$ cat config.mk
export PLATFORM = sky130hd
export DESIGN_NAME = decodeStage
export DESIGN_NICKNAME = d
export VERILOG_FILES = /design/src/hdl/decodePkg.sv /design/src/hdl/decodeStage.sv /design/src/hdl/operandStage.sv /design/src/hdl/branchResolver.sv /design/src/hdl/writeArbiter.sv /design/src/hdl/registerFile.sv /design/src/hdl/immediateUnit.sv /design/src/hdl/controlDecoder.sv
export SDC_FILE = /design/constraint.sdc
export NUM_CORES = 1
export LEC_CHECK = 0
export ABC_AREA = 1
export BUFFER_PORTS_ARGS = -buffer_cell sky130_fd_sc_hd__buf_2
export CAP_MARGIN = 25
export CORE_MARGIN = 10
export CORE_UTILIZATION = 63
export CTS_CLUSTER_DIAMETER = 100
export DETAILED_ROUTE_END_ITERATION = 8
export HOLD_SLACK_MARGIN = 0.05
export PLACE_DENSITY_LB_ADDON = 0.25
export SLEW_MARGIN = 20
export SYNTH_ARGS = -nofsm -noshare
export SYNTH_HDL_FRONTEND = slang
export SYNTH_SLANG_ARGS = --single-unit
$ cat constraint.sdc
create_clock -name clk -period 8.08 [get_ports clk]
set_input_delay 1.616 -clock clk [delete_from_list [all_inputs] [get_ports clk]]
set_output_delay 1.616 -clock clk [all_outputs]
set_load 0.005 [all_outputs]
$ cat src/hdl/decodePkg.sv
`default_nettype none

package decodePkg;

	////////////////////////////////////////////////////////////////////////////
	// instruction fields
	////////////////////////////////////////////////////////////////////////////

	typedef enum logic [4:0] {
		opHalt = 5'b00000,
		opNop  = 5'b00001,
		opJ    = 5'b00100,
		opJr   = 5'b00101,
		opJal  = 5'b00110,
		opJalr = 5'b00111,
		opAddi = 5'b01000,
		opBeqz = 5'b01100,
		opBnez = 5'b01101,
		opBltz = 5'b01110,
		opBgez = 5'b01111,
		opLbi  = 5'b11000,
		opAdd  = 5'b11011
	} opcodeE;

	typedef logic [2:0] regIdxT;

	localparam regIdxT linkReg = 3'd7;	// jal/jalr target register.

	typedef enum logic [1:0] {
		aluAdd   = 2'b00,
		aluPassB = 2'b01
	} aluOpE;

	typedef enum logic [1:0] {
		imm5    = 2'b00,
		imm8    = 2'b01,
		imm11   = 2'b10,
		immZero = 2'b11
	} immSelE;

	typedef enum logic [1:0] {
		condEqZ = 2'b00,
		condNeZ = 2'b01,
		condLtZ = 2'b10,
		condGeZ = 2'b11
	} condE;

	////////////////////////////////////////////////////////////////////////////
	// stage bundles
	////////////////////////////////////////////////////////////////////////////

	typedef struct packed {
		logic   valid;
		logic   halt;
		logic   regWrite;
		regIdxT dstReg;
		aluOpE  aluOp;
		logic   useImm;
		immSelE immSel;
		logic   branch;
		condE   cond;
		logic   jump;
		logic   jumpReg;	// base is rs, not nextPc.
		logic   link;
	} ctrlWord;

	typedef struct packed {
		logic        rsSel;
		logic [15:0] rsData;
		logic        rtSel;
		logic [15:0] rtData;
	} fwdBundle;

	typedef struct packed {
		logic        en;
		regIdxT      idx;
		logic [15:0] data;
	} wbPort;

	typedef struct packed {
		logic        valid;
		logic        halt;
		logic [15:0] op1;
		logic [15:0] op2;
		regIdxT      dstReg;
		logic        regWrite;
		aluOpE       aluOp;
	} exBundle;

endpackage

`default_nettype wire
$ cat src/hdl/decodeStage.sv
`timescale 1ns/1ps
`default_nettype none

module decodeStage (
	input  wire logic           clk,
	input  wire logic           arstN,
	input  wire logic           stall,
	input  wire logic [15:0]    instr,
	input  wire logic [15:0]    nextPc,
	input  decodePkg::fwdBundle fwd,
	input  decodePkg::wbPort    wb,
	output logic [15:0]         truePc,
	output logic                redirect,
	output decodePkg::exBundle  exOut,
	output logic                portBusy
);

	decodePkg::ctrlWord ctrl;
	decodePkg::wbPort   regWr;
	logic [15:0]        imm;
	logic [15:0]        imm8;
	logic [15:0]        imm11;
	logic [15:0]        rdA;
	logic [15:0]        rdB;
	logic [15:0]        rsValue;

	controlDecoder uDecoder (
		.instr (instr),
		.ctrl  (ctrl)
	);

	immediateUnit uImm (
		.instr  (instr),
		.immSel (ctrl.immSel),
		.imm    (imm),
		.imm8   (imm8),
		.imm11  (imm11)
	);

	registerFile uRegs (
		.clk     (clk),
		.arstN   (arstN),
		.rdIdxA  (instr[10:8]),	// rs.
		.rdIdxB  (instr[7:5]),	// rt.
		.rdDataA (rdA),
		.rdDataB (rdB),
		.wr      (regWr)
	);

	writeArbiter uArb (
		.clk      (clk),
		.arstN    (arstN),
		.stall    (stall),
		.linkReq  (ctrl.link),
		.linkData (nextPc),
		.wb       (wb),
		.wr       (regWr),
		.portBusy (portBusy)
	);

	operandStage uOperands (
		.clk     (clk),
		.arstN   (arstN),
		.stall   (stall),
		.ctrl    (ctrl),
		.rdA     (rdA),
		.rdB     (rdB),
		.imm     (imm),
		.fwd     (fwd),
		.rsValue (rsValue),
		.exOut   (exOut)
	);

	branchResolver uBranch (
		.ctrl     (ctrl),
		.rsValue  (rsValue),
		.nextPc   (nextPc),
		.imm8     (imm8),
		.imm11    (imm11),
		.truePc   (truePc),
		.redirect (redirect)
	);

endmodule

`default_nettype wire

$ cat src/hdl/operandStage.sv
`timescale 1ns/1ps
`default_nettype none

module operandStage (
	input  wire logic           clk,
	input  wire logic           arstN,
	input  wire logic           stall,
	input  decodePkg::ctrlWord  ctrl,
	input  wire logic [15:0]    rdA,
	input  wire logic [15:0]    rdB,
	input  wire logic [15:0]    imm,
	input  decodePkg::fwdBundle fwd,
	output logic [15:0]         rsValue,
	output decodePkg::exBundle  exOut
);

	logic [15:0]         rtValue;
	logic [15:0]         op2;
	logic                validQ;
	logic                haltQ;
	logic                regWriteQ;
	logic [15:0]         op1Q;
	logic [15:0]         op2Q;
	decodePkg::regIdxT   dstRegQ;
	decodePkg::aluOpE    aluOpQ;

	assign rsValue = fwd.rsSel ? fwd.rsData : rdA;
	assign rtValue = fwd.rtSel ? fwd.rtData : rdB;
	assign op2 = ctrl.useImm ? imm : rtValue;

	////////////////////////////////////////////////////////////////////////////
	// execute bundle register
	////////////////////////////////////////////////////////////////////////////

	always_ff @(posedge clk or negedge arstN) begin
		if (!arstN) begin
			validQ <= 1'b0;
			haltQ <= 1'b0;
			regWriteQ <= 1'b0;
		end else if (!stall) begin
			validQ <= ctrl.valid;
			haltQ <= ctrl.halt;
			regWriteQ <= ctrl.regWrite;
		end
	end

	always_ff @(posedge clk) begin
		if (!stall) begin
			op1Q <= rsValue;
			op2Q <= op2;
			dstRegQ <= ctrl.dstReg;
			aluOpQ <= ctrl.aluOp;
		end
	end

	always_comb begin
		exOut.valid = validQ;
		exOut.halt = haltQ;
		exOut.op1 = op1Q;
		exOut.op2 = op2Q;
		exOut.dstReg = dstRegQ;
		exOut.regWrite = regWriteQ;
		exOut.aluOp = aluOpQ;
	end

endmodule

`default_nettype wire

$ cat src/hdl/branchResolver.sv
`timescale 1ns/1ps
`default_nettype none

module branchResolver (
	input  decodePkg::ctrlWord  ctrl,
	input  wire logic [15:0]    rsValue,
	input  wire logic [15:0]    nextPc,
	input  wire logic [15:0]    imm8,
	input  wire logic [15:0]    imm11,
	output logic [15:0]         truePc,
	output logic                redirect
);

	logic        rsZero;
	logic        condHold;
	logic [15:0] base;
	logic [15:0] offset;
	logic [15:0] target;

	assign rsZero = (rsValue == 16'h0000);

	always_comb begin
		case (ctrl.cond)
			decodePkg::condEqZ: condHold = rsZero;
			decodePkg::condNeZ: condHold = ~rsZero;
			decodePkg::condLtZ: condHold = rsValue[15];	// sign bit.
			default:            condHold = ~rsValue[15];
		endcase
	end

	// register jumps use rs + imm8, pc-relative jumps use imm11.
	assign base = ctrl.jumpReg ? rsValue : nextPc;
	assign offset = (ctrl.jump & ~ctrl.jumpReg) ? imm11 : imm8;
	assign target = base + offset;

	assign redirect = ctrl.jump | (ctrl.branch & condHold);
	assign truePc = redirect ? target : nextPc;

endmodule

`default_nettype wire

$ cat src/hdl/writeArbiter.sv
`timescale 1ns/1ps
`default_nettype none

module writeArbiter (
	input  wire logic          clk,
	input  wire logic          arstN,
	input  wire logic          stall,
	input  wire logic          linkReq,
	input  wire logic [15:0]   linkData,
	input  decodePkg::wbPort   wb,
	output decodePkg::wbPort   wr,
	output logic               portBusy
);

	logic        linkTake;
	logic        holdValid;
	logic [15:0] holdData;
	logic        holdLoad;
	logic        holdDrop;

	assign linkTake = linkReq & ~stall;
	assign portBusy = holdValid;

	////////////////////////////////////////////////////////////////////////////
	// port select
	////////////////////////////////////////////////////////////////////////////

	always_comb begin
		wr = wb;	// writeback always wins.
		holdLoad = 1'b0;
		holdDrop = 1'b0;
		if (wb.en) begin
			holdLoad = linkTake & ~holdValid;
		end else if (holdValid) begin
			// held link drains first, a new one takes its place.
			wr = '{en: 1'b1, idx: decodePkg::linkReg, data: holdData};
			holdLoad = linkTake;
			holdDrop = ~linkTake;
		end else if (linkTake) begin
			wr = '{en: 1'b1, idx: decodePkg::linkReg, data: linkData};
		end
	end

	////////////////////////////////////////////////////////////////////////////
	// one-entry hold slot
	////////////////////////////////////////////////////////////////////////////

	always_ff @(posedge clk or negedge arstN) begin
		if (!arstN) begin
			holdValid <= 1'b0;
		end else if (holdLoad) begin
			holdValid <= 1'b1;
		end else if (holdDrop) begin
			holdValid <= 1'b0;
		end
	end

	always_ff @(posedge clk) begin
		if (holdLoad) begin
			holdData <= linkData;
		end
	end

endmodule

`default_nettype wire

$ cat src/hdl/registerFile.sv
`timescale 1ns/1ps
`default_nettype none

module registerFile (
	input  wire logic              clk,
	input  wire logic              arstN,
	input  decodePkg::regIdxT      rdIdxA,
	input  decodePkg::regIdxT      rdIdxB,
	output logic [15:0]            rdDataA,
	output logic [15:0]            rdDataB,
	input  decodePkg::wbPort       wr
);

	logic [15:0] regs [8];

	// no bypass, a write shows up on the next cycle's read.
	assign rdDataA = regs[rdIdxA];
	assign rdDataB = regs[rdIdxB];

	always_ff @(posedge clk or negedge arstN) begin
		if (!arstN) begin
			for (int i = 0; i < 8; i++) begin
				regs[i] <= '0;
			end
		end else if (wr.en) begin
			regs[wr.idx] <= wr.data;	// r0 is an ordinary register.
		end
	end

endmodule

`default_nettype wire

$ cat src/hdl/immediateUnit.sv
`timescale 1ns/1ps
`default_nettype none

module immediateUnit (
	input  wire logic [15:0]   instr,
	input  decodePkg::immSelE  immSel,
	output logic [15:0]        imm,
	output logic [15:0]        imm8,
	output logic [15:0]        imm11
);

	logic [15:0] imm5Ext;
	logic [15:0] zeroExt;

	assign imm5Ext = {{11{instr[4]}}, instr[4:0]};
	assign imm8 = {{8{instr[7]}}, instr[7:0]};
	assign imm11 = {{5{instr[10]}}, instr[10:0]};
	assign zeroExt = {8'h00, instr[7:0]};

	always_comb begin
		case (immSel)
			decodePkg::imm5:  imm = imm5Ext;
			decodePkg::imm8:  imm = imm8;
			decodePkg::imm11: imm = imm11;
			default:          imm = zeroExt;
		endcase
	end

endmodule

`default_nettype wire

$ cat src/hdl/controlDecoder.sv
`timescale 1ns/1ps
`default_nettype none

module controlDecoder (
	input  wire logic [15:0]      instr,
	output decodePkg::ctrlWord    ctrl
);

	decodePkg::opcodeE opcode;

	assign opcode = decodePkg::opcodeE'(instr[15:11]);

	always_comb begin
		ctrl = '0;
		ctrl.valid = 1'b1;
		ctrl.aluOp = decodePkg::aluAdd;
		ctrl.immSel = decodePkg::imm5;
		ctrl.cond = decodePkg::condEqZ;
		case (opcode)
			decodePkg::opHalt: begin
				ctrl.halt = 1'b1;
			end
			decodePkg::opNop: begin
				ctrl.valid = 1'b0;
			end
			decodePkg::opAddi: begin
				ctrl.regWrite = 1'b1;
				ctrl.dstReg = instr[7:5];
				ctrl.useImm = 1'b1;
				ctrl.immSel = decodePkg::imm5;
			end
			decodePkg::opLbi: begin
				ctrl.regWrite = 1'b1;
				ctrl.dstReg = instr[10:8];	// rs field doubles as dest.
				ctrl.aluOp = decodePkg::aluPassB;
				ctrl.useImm = 1'b1;
				ctrl.immSel = decodePkg::imm8;
			end
			decodePkg::opAdd: begin
				ctrl.regWrite = 1'b1;
				ctrl.dstReg = instr[4:2];
			end
			decodePkg::opBeqz: begin
				ctrl.branch = 1'b1;
				ctrl.cond = decodePkg::condEqZ;
			end
			decodePkg::opBnez: begin
				ctrl.branch = 1'b1;
				ctrl.cond = decodePkg::condNeZ;
			end
			decodePkg::opBltz: begin
				ctrl.branch = 1'b1;
				ctrl.cond = decodePkg::condLtZ;
			end
			decodePkg::opBgez: begin
				ctrl.branch = 1'b1;
				ctrl.cond = decodePkg::condGeZ;
			end
			decodePkg::opJ: begin
				ctrl.jump = 1'b1;
			end
			decodePkg::opJr: begin
				ctrl.jump = 1'b1;
				ctrl.jumpReg = 1'b1;
			end
			// link goes through the arbiter, so no regWrite here.
			decodePkg::opJal: begin
				ctrl.jump = 1'b1;
				ctrl.link = 1'b1;
				ctrl.dstReg = decodePkg::linkReg;
			end
			decodePkg::opJalr: begin
				ctrl.jump = 1'b1;
				ctrl.jumpReg = 1'b1;
				ctrl.link = 1'b1;
				ctrl.dstReg = decodePkg::linkReg;
			end
			default: begin
				ctrl.valid = 1'b0;	// unsupported opcode acts as nop.
			end
		endcase
	end

endmodule

`default_nettype wire

==> results of run 1 <==
-- metal layers --
layer / up-vias / track usage [%]
met3: 99 / 6.51
met1: 5169 / 39.3
met4: 0 / 16.3
met2: 626 / 44.7
met5: - / 0
li1: 5161 / -
-- cells in the mapped netlist, types with 4 or more instances --
library cell  count  area share (%)
a21oi_1          55             2.5
a31oi_1          13            0.73
buf_1             7            0.23
buf_2            20            0.90
buf_4             8            0.54
buf_6             9            0.91
clkbuf_1         48             1.6
dfrtp_1         132              30
edfxtp_1         52              14
ha_1             12             1.3
inv_1           158             5.3
inv_2             5            0.17
mux2i_1          16             1.4
nand2_1         401              13
nand2_2           8            0.45
nand3_1         117             5.2
nand3_2           5            0.45
nor2_1           98             3.3
o211ai_1         19             1.3
o21ai_0         225              10
o221ai_1         21             1.6
o22ai_1          22             1.2
or2_1             9            0.50
or2_2             4            0.22
xnor2_1           5            0.39
xor2_1            8            0.63
-- cell families after synthesis --
| family | count (synthesis) | share of synthesized area (%) |
|---|---|---|
| buffers and inverters | 258 | 9.76 |
| AO/OA/AOI/OAI | 365 | 18.2 |
| adder cells (fa/ha/maj) | 13 | 1.52 |
| multiplexers | 16 | 1.43 |
| other | 1 | 0.0335 |
| flip-flops | 184 | 43.5 |
| XOR/XNOR | 13 | 1.02 |
| AND/OR/NAND/NOR | 655 | 24.5 |
-- flip-flops by register name, indices dropped and copies added (netlist names) --
signal,flops
uArb.holdData,16
uArb.portBusy,1
uOperands.aluOpQ,1
uOperands.dstRegQ,3
uOperands.haltQ,1
uOperands.op1Q,16
uOperands.op2Q,16
uOperands.regWriteQ,1
uOperands.validQ,1
uRegs.regs,128
-- where the power goes --
group	switching (mW)	internal [mW]	total, mW
clock network	0.404	0.476	0.879
registers	0.0888	1.12	1.21
logic	0.425	0.228	0.653
total	0.918	1.83	2.74
-- cell type report --
type                    instances  area share [%]
clock buffers                  19            3.80
clock inverters                13            1.22
inverters                     166            4.98
multi-input cells            1063            41.8
flip-flops and latches        184            38.9
well taps                     225            2.25
repair buffers                160            7.02
-- through the flow --
stage | hold WS [ns] | std cells
floorplan | 0.453 | 1505
global placement | 0.464 | 1793
detailed placement | 0.484 | 1795
CTS | 0.501 | 1827
global route | 0.534 | 1830
finish | 0.502 | 1830
-- worst max path at each step --
stage | from | to | slack [ns] | depth (start not counted)
detailed placement | instr[9] | truePc[8] | 1.39 | 18
global placement | instr[9] | truePc[8] | 1.47 | 18
finish | instr[9] | truePc[8] | 1.26 | 18
CTS | instr[9] | truePc[8] | 1.35 | 18
global route | instr[9] | truePc[8] | 1.02 | 18
floorplan | instr[15] | truePc[8] | 2.08 | 17
-- critical path, delay by kind of cell --
kind | cells | cell delay (ns)
adder cells (fa/ha/maj) | 1 | 0.47
AND/OR/NAND/NOR | 8 | 0.87
AO/OA/AOI/OAI | 4 | 0.90
buffers and inverters | 4 | 1.19
XOR/XNOR | 1 | 0.15
==> results.yml, run 1 <==
logic_synthesis:
  synthesis.area_mm2: 0.0112
  synth-edff-count: 52
  ys_warn_count: 0
  synthCells: 1505
  synth-main-ff-cell: "dfrtp_1"
  yosysUniqueCellTypes: 43
  synth_seq_cells: 184
  ys_seq_area_share_pct: 43.5
  avgSynthCellArea_um2: 7.43
  synthArstFlopShare_pct: 71.7
  syn_nets: 1607
setup_path:
  critPathMaxStageDelay_ns: 0.70
  cp_data_arrival_time_ns: 5.20
  rrSetupSlack_ns: 5.53
  path_max_fanout: 41
  crit_top_cell: "nand2_1"
  r2r-end: "uRegs.regs[49]"
  start_kind: "input pin"
  slowest_stage: "inv_2"
  criticalPathCategory: "in -> out"
  r2r_start: "uArb.portBusy"
  worst-r2r-cell-count: 5
  path_cells: "buf_2 > inv_2 > o211ai_1 > nand3_1 > nand3_1 > nand2_2 > inv_2 > nand2_1 > o21ai_0 > fa_1 > o31ai_1 > a21oi_1 > nand3b_1 > nand2_1 > xor2_1 > nand2_1 > nand2_1 > buf_2"
  required_ns: 6.46
  worst_setup_path_end_kind: "output pin"
final_layout:
  layout_commonest_cell: "nand2_1"
  n_fill_cell: 1425
  design_area_mm2: 0.0125
  fin_util_pct: 72.1
  layout_common_cells: "nand2_1, o21ai_0, inv_1"
  multiInputGateArea_mm2: 0.00524
  diodes: 0
  final-seq-area_mm2: 0.00486
  syn_to_final_growth_pct: 11.9
  drive_above_1_share_pct: 14.0
  fin_nets: 1694
route:
  met2_length_mm: 16.2
  route.detailed.drc: 0
  wl_met1_mm: 14.0
  via_per_inst: 6.04
  firstDrtPassIters: 6
  drt-wirelength-per-cell_um: 19.6
  routed.top_layer: "met4"
  wirelength_mm: 35.8
  drt.antenna.violating_nets: 0
  dr_total_vias: 11100
  met3_length_mm: 3.95
  drtIter0Drc: 1309
sta:
  report.final.setup_viol: 0
  finalHoldViolCount: 0
  worstMarginPinSlew_ns: 1.10
  clock-skew-final_ns: 0.00994
  drv_slew: 0
  tns_ns: 0
  grt_setup_unrepaired: "false"
  relSlewSlack_pct: 26.8
  min_period_ns: 6.82
  setup_slack_ns: 1.26
  period_share_pct: 84.4
  fmax_ghz: 0.147
placed_design:
  portBuffers: 145
  dpl-instance-area_mm2: 0.0118
  pre_cts_ws_ns: 1.39
  place_hpwl_mm: 24.8
  place.gp.congestion: 0.962
global_route:
  grt_pass1_wl_mm: 56.4
  track_usage_pct: 29.7
  grt_max_degree: 104
  antenna_found_initial: 0
  grt_pass1_vias: 10400
  grt-ovfl-total: 0
min_path:
  hold_path_end: "uOperands.regWriteQ"
  worstHoldStart: "uOperands.regWriteQ"
  min_path_cells: 2
  hp-class: "reg -> reg"
die:
  rows: 48
  coreArea_mm2: 0.0174
  dieArea_mm2: 0.0235
  dieWidth_um: 153
  initial_core_util_pct: 64.4
  ios: 147
  die_h_um: 153
cts:
  cts.sink_count: 184
  root_buffer: "clkbuf_16"
  cts_tree: "done"
  postCtsHoldBufs: 0
  cts_buffers: 17
  clk_pin_slew_ns: 0.07
  cts_resized: 0
  clockBufferDepth: 2
  htree_levels: 4
  post_cts_buffers: 0
  insertion_delay_ns: 0.44
power_and_ir_drop:
  leakagePower_nw: 6.09
  power.total_mw: 2.74
  powerDensity_mw_per_mm2: 219
  peakVddDrop_v: 0.000179
flow_run:
  drv_cap: 0
run_status:
  status: "complete, no violations"
Note: power is estimated with default switching activity, not from simulation.
==> inputs of run 2 (changes only) <==
--- a/config.mk
+++ b/config.mk
@@ -9,7 +9,7 @@
 export BUFFER_PORTS_ARGS = -buffer_cell sky130_fd_sc_hd__buf_2
 export CAP_MARGIN = 25
 export CORE_MARGIN = 10
-export CORE_UTILIZATION = 63
+export CORE_UTILIZATION = 53
 export CTS_CLUSTER_DIAMETER = 100
 export DETAILED_ROUTE_END_ITERATION = 8
 export HOLD_SLACK_MARGIN = 0.05
==> constraint.sdc (replaced) <==
create_clock -name clk -period 6 [get_ports clk]
set_input_delay 1.2 -clock clk [delete_from_list [all_inputs] [get_ports clk]]
set_output_delay 1.2 -clock clk [all_outputs]
set_load 0.005 [all_outputs]
==> run 2 against run 1 <==
Worst setup slack worse by 0.82 ns. Clock skew up 0.00084 ns. Final cell count rose by 3.6%. Hold slack improved by 0.0034 ns. Sequential cell count is the same. Non-clock buffer count grew 16. Register-to-register slack got worse by 2.1 ns. Die area rose by 16%. Via count is 1.0% lower. Critical endpoint is now truePc[15].
==> results.yml, run 2 (synthesis results as in run 1) <==
placed_design:
  place.gp.congestion: 0.979
  pre_cts_ws_ns: 0.553
  place_hpwl_mm: 26.3
  placed_cells: 1863
  portBuffers: 145
  dpl-instance-area_mm2: 0.0121
die:
  ios: 147
  dieArea_mm2: 0.0273
  rows: 53
  dieWidth_um: 165
  initial_core_util_pct: 53.5
  die_h_um: 165
  coreArea_mm2: 0.0209
sta:
  relSlewSlack_pct: 34.0
  fmax_ghz: 0.180
  period_share_pct: 92.7
  drv_slew: 0
  grt_setup_unrepaired: "false"
  min_period_ns: 5.56
  worstMarginPinSlew_ns: 0.989
  report.final.setup_viol: 0
  tns_ns: 0
  setup_slack_ns: 0.439
  clock-skew-final_ns: 0.0108
  whs_ns: 0.505
  finalHoldViolCount: 0
power_and_ir_drop:
  clkPwrFrac_pct: 30.7
  p_sw_share_pct: 32.6
  powerDensity_mw_per_mm2: 288
  power_switching_mw: 1.19
  p_int_mw: 2.46
  comb_power_share_pct: 24.5
  peakVddDrop_v: 0.000200
  leakagePower_nw: 6.17
  power.total_mw: 3.64
  p_seq_share_pct: 44.8
final_layout:
  design_area_mm2: 0.0127
  largest_reg_flops: 128
  diodes: 0
  syn_to_final_growth_pct: 13.2
  fin_nets: 1710
  top_register: "uRegs.regs"
  drive_above_1_share_pct: 14.5
  layout.cells.non_filler: 1896
  fin_util_pct: 60.6
  layout_common_cells: "nand2_1, o21ai_0, inv_1"
  layout_commonest_cell: "nand2_1"
global_route:
  grt_pass1_vias: 10200
  grt_max_degree: 85
  antenna_found_initial: 1
  grt_pass1_wl_mm: 56.1
  track_usage_pct: 26.7
  grt-ovfl-total: 0
setup_path:
  cp_data_arrival_time_ns: 4.36
  critPathTopFamily: "simple AND/OR/NAND/NOR gates"
  criticalPathCategory: "in -> out"
  critPathMaxStageDelay_ns: 0.53
  crit_top_cell: "nand2_1"
  critical_path_buf_inv_count: 5
  worst_setup_path_end_kind: "output pin"
  path_max_fanout: 39
  required_ns: 4.80
  slowest_stage: "buf_2"
  start_kind: "input pin"
route:
  via_per_inst: 5.77
  drtIter0Drc: 1233
  drt.antenna.violating_nets: 0
  drt-wirelength-per-cell_um: 19.5
  wirelength_mm: 37.0
  dr_total_vias: 10900
  firstDrtPassIters: 6
  route.detailed.drc: 0
cts:
  cts.sink_count: 184
  postCtsHoldBufs: 0
  clockBufferDepth: 2
  clk_pin_slew_ns: 0.06
  insertion_delay_ns: 0.43
  htree_levels: 4
  cts_tree: "done"
  cts_resized: 0
  cts_buffers: 17
  post_cts_buffers: 0
  root_buffer: "clkbuf_16"
run_status:
  status: "complete, no violations"
min_path:
  hp-class: "reg -> reg"
flow_run:
  drv_cap: 0
-- run 2: power groups by stage --
stage | clock network [mW] | registers (mW) | logic, mW
6_report | 1.12 | 1.63 | 0.891
5_1_grt | 1.18 | 1.66 | 1.01
4_1_cts | 1.13 | 1.63 | 0.879
3_5_place_dp | 0 | 1.65 | 0.871
3_3_place_gp | 0 | 1.64 | 0.851
2_1_floorplan | 0 | 1.62 | 0.592
-- run 2: routing by layer --
layer	global-route usage (%)	up-vias	wire length, µm
met1	36.2	5115	15200
met4	13.1	2	1550
met5	0	-	13
li1	-	5190	-
met2	40.2	556	16300
met3	4.86	76	3920
-- run 2: cell type report --
cell class | count | area (µm²)
clock buffers | 21 | 450
clock inverters | 11 | 123
fillers | 1956 | 8230
inverters | 166 | 623
multi-input cells | 1063 | 5230
flip-flops and latches | 184 | 4860
well taps | 275 | 344
repair buffers | 176 | 1030
-- run 2: final timing paths --
kind,start,end,slack [ns],depth (start not counted)
min,uOperands.haltQ,uOperands.haltQ,0.51,2
min reg2reg,uOperands.haltQ,uOperands.haltQ,0.51,2
max in group asynchronous,arstN,uRegs.regs[120],4.26,2
max,instr[8],truePc[15],0.44,25
min in group asynchronous,arstN,uRegs.regs[15],0.68,1
max reg2reg,uArb.portBusy,uRegs.regs[25],3.39,5
-- run 2: worst reg2reg max path, cell delays in order, from the launching register on --
cell      delay, ns
dfrtp_1        0.42
nor2_1         0.20
clkinv_1       0.49
o221ai_1       0.98
inv_1          0.22
o21ai_0        0.21
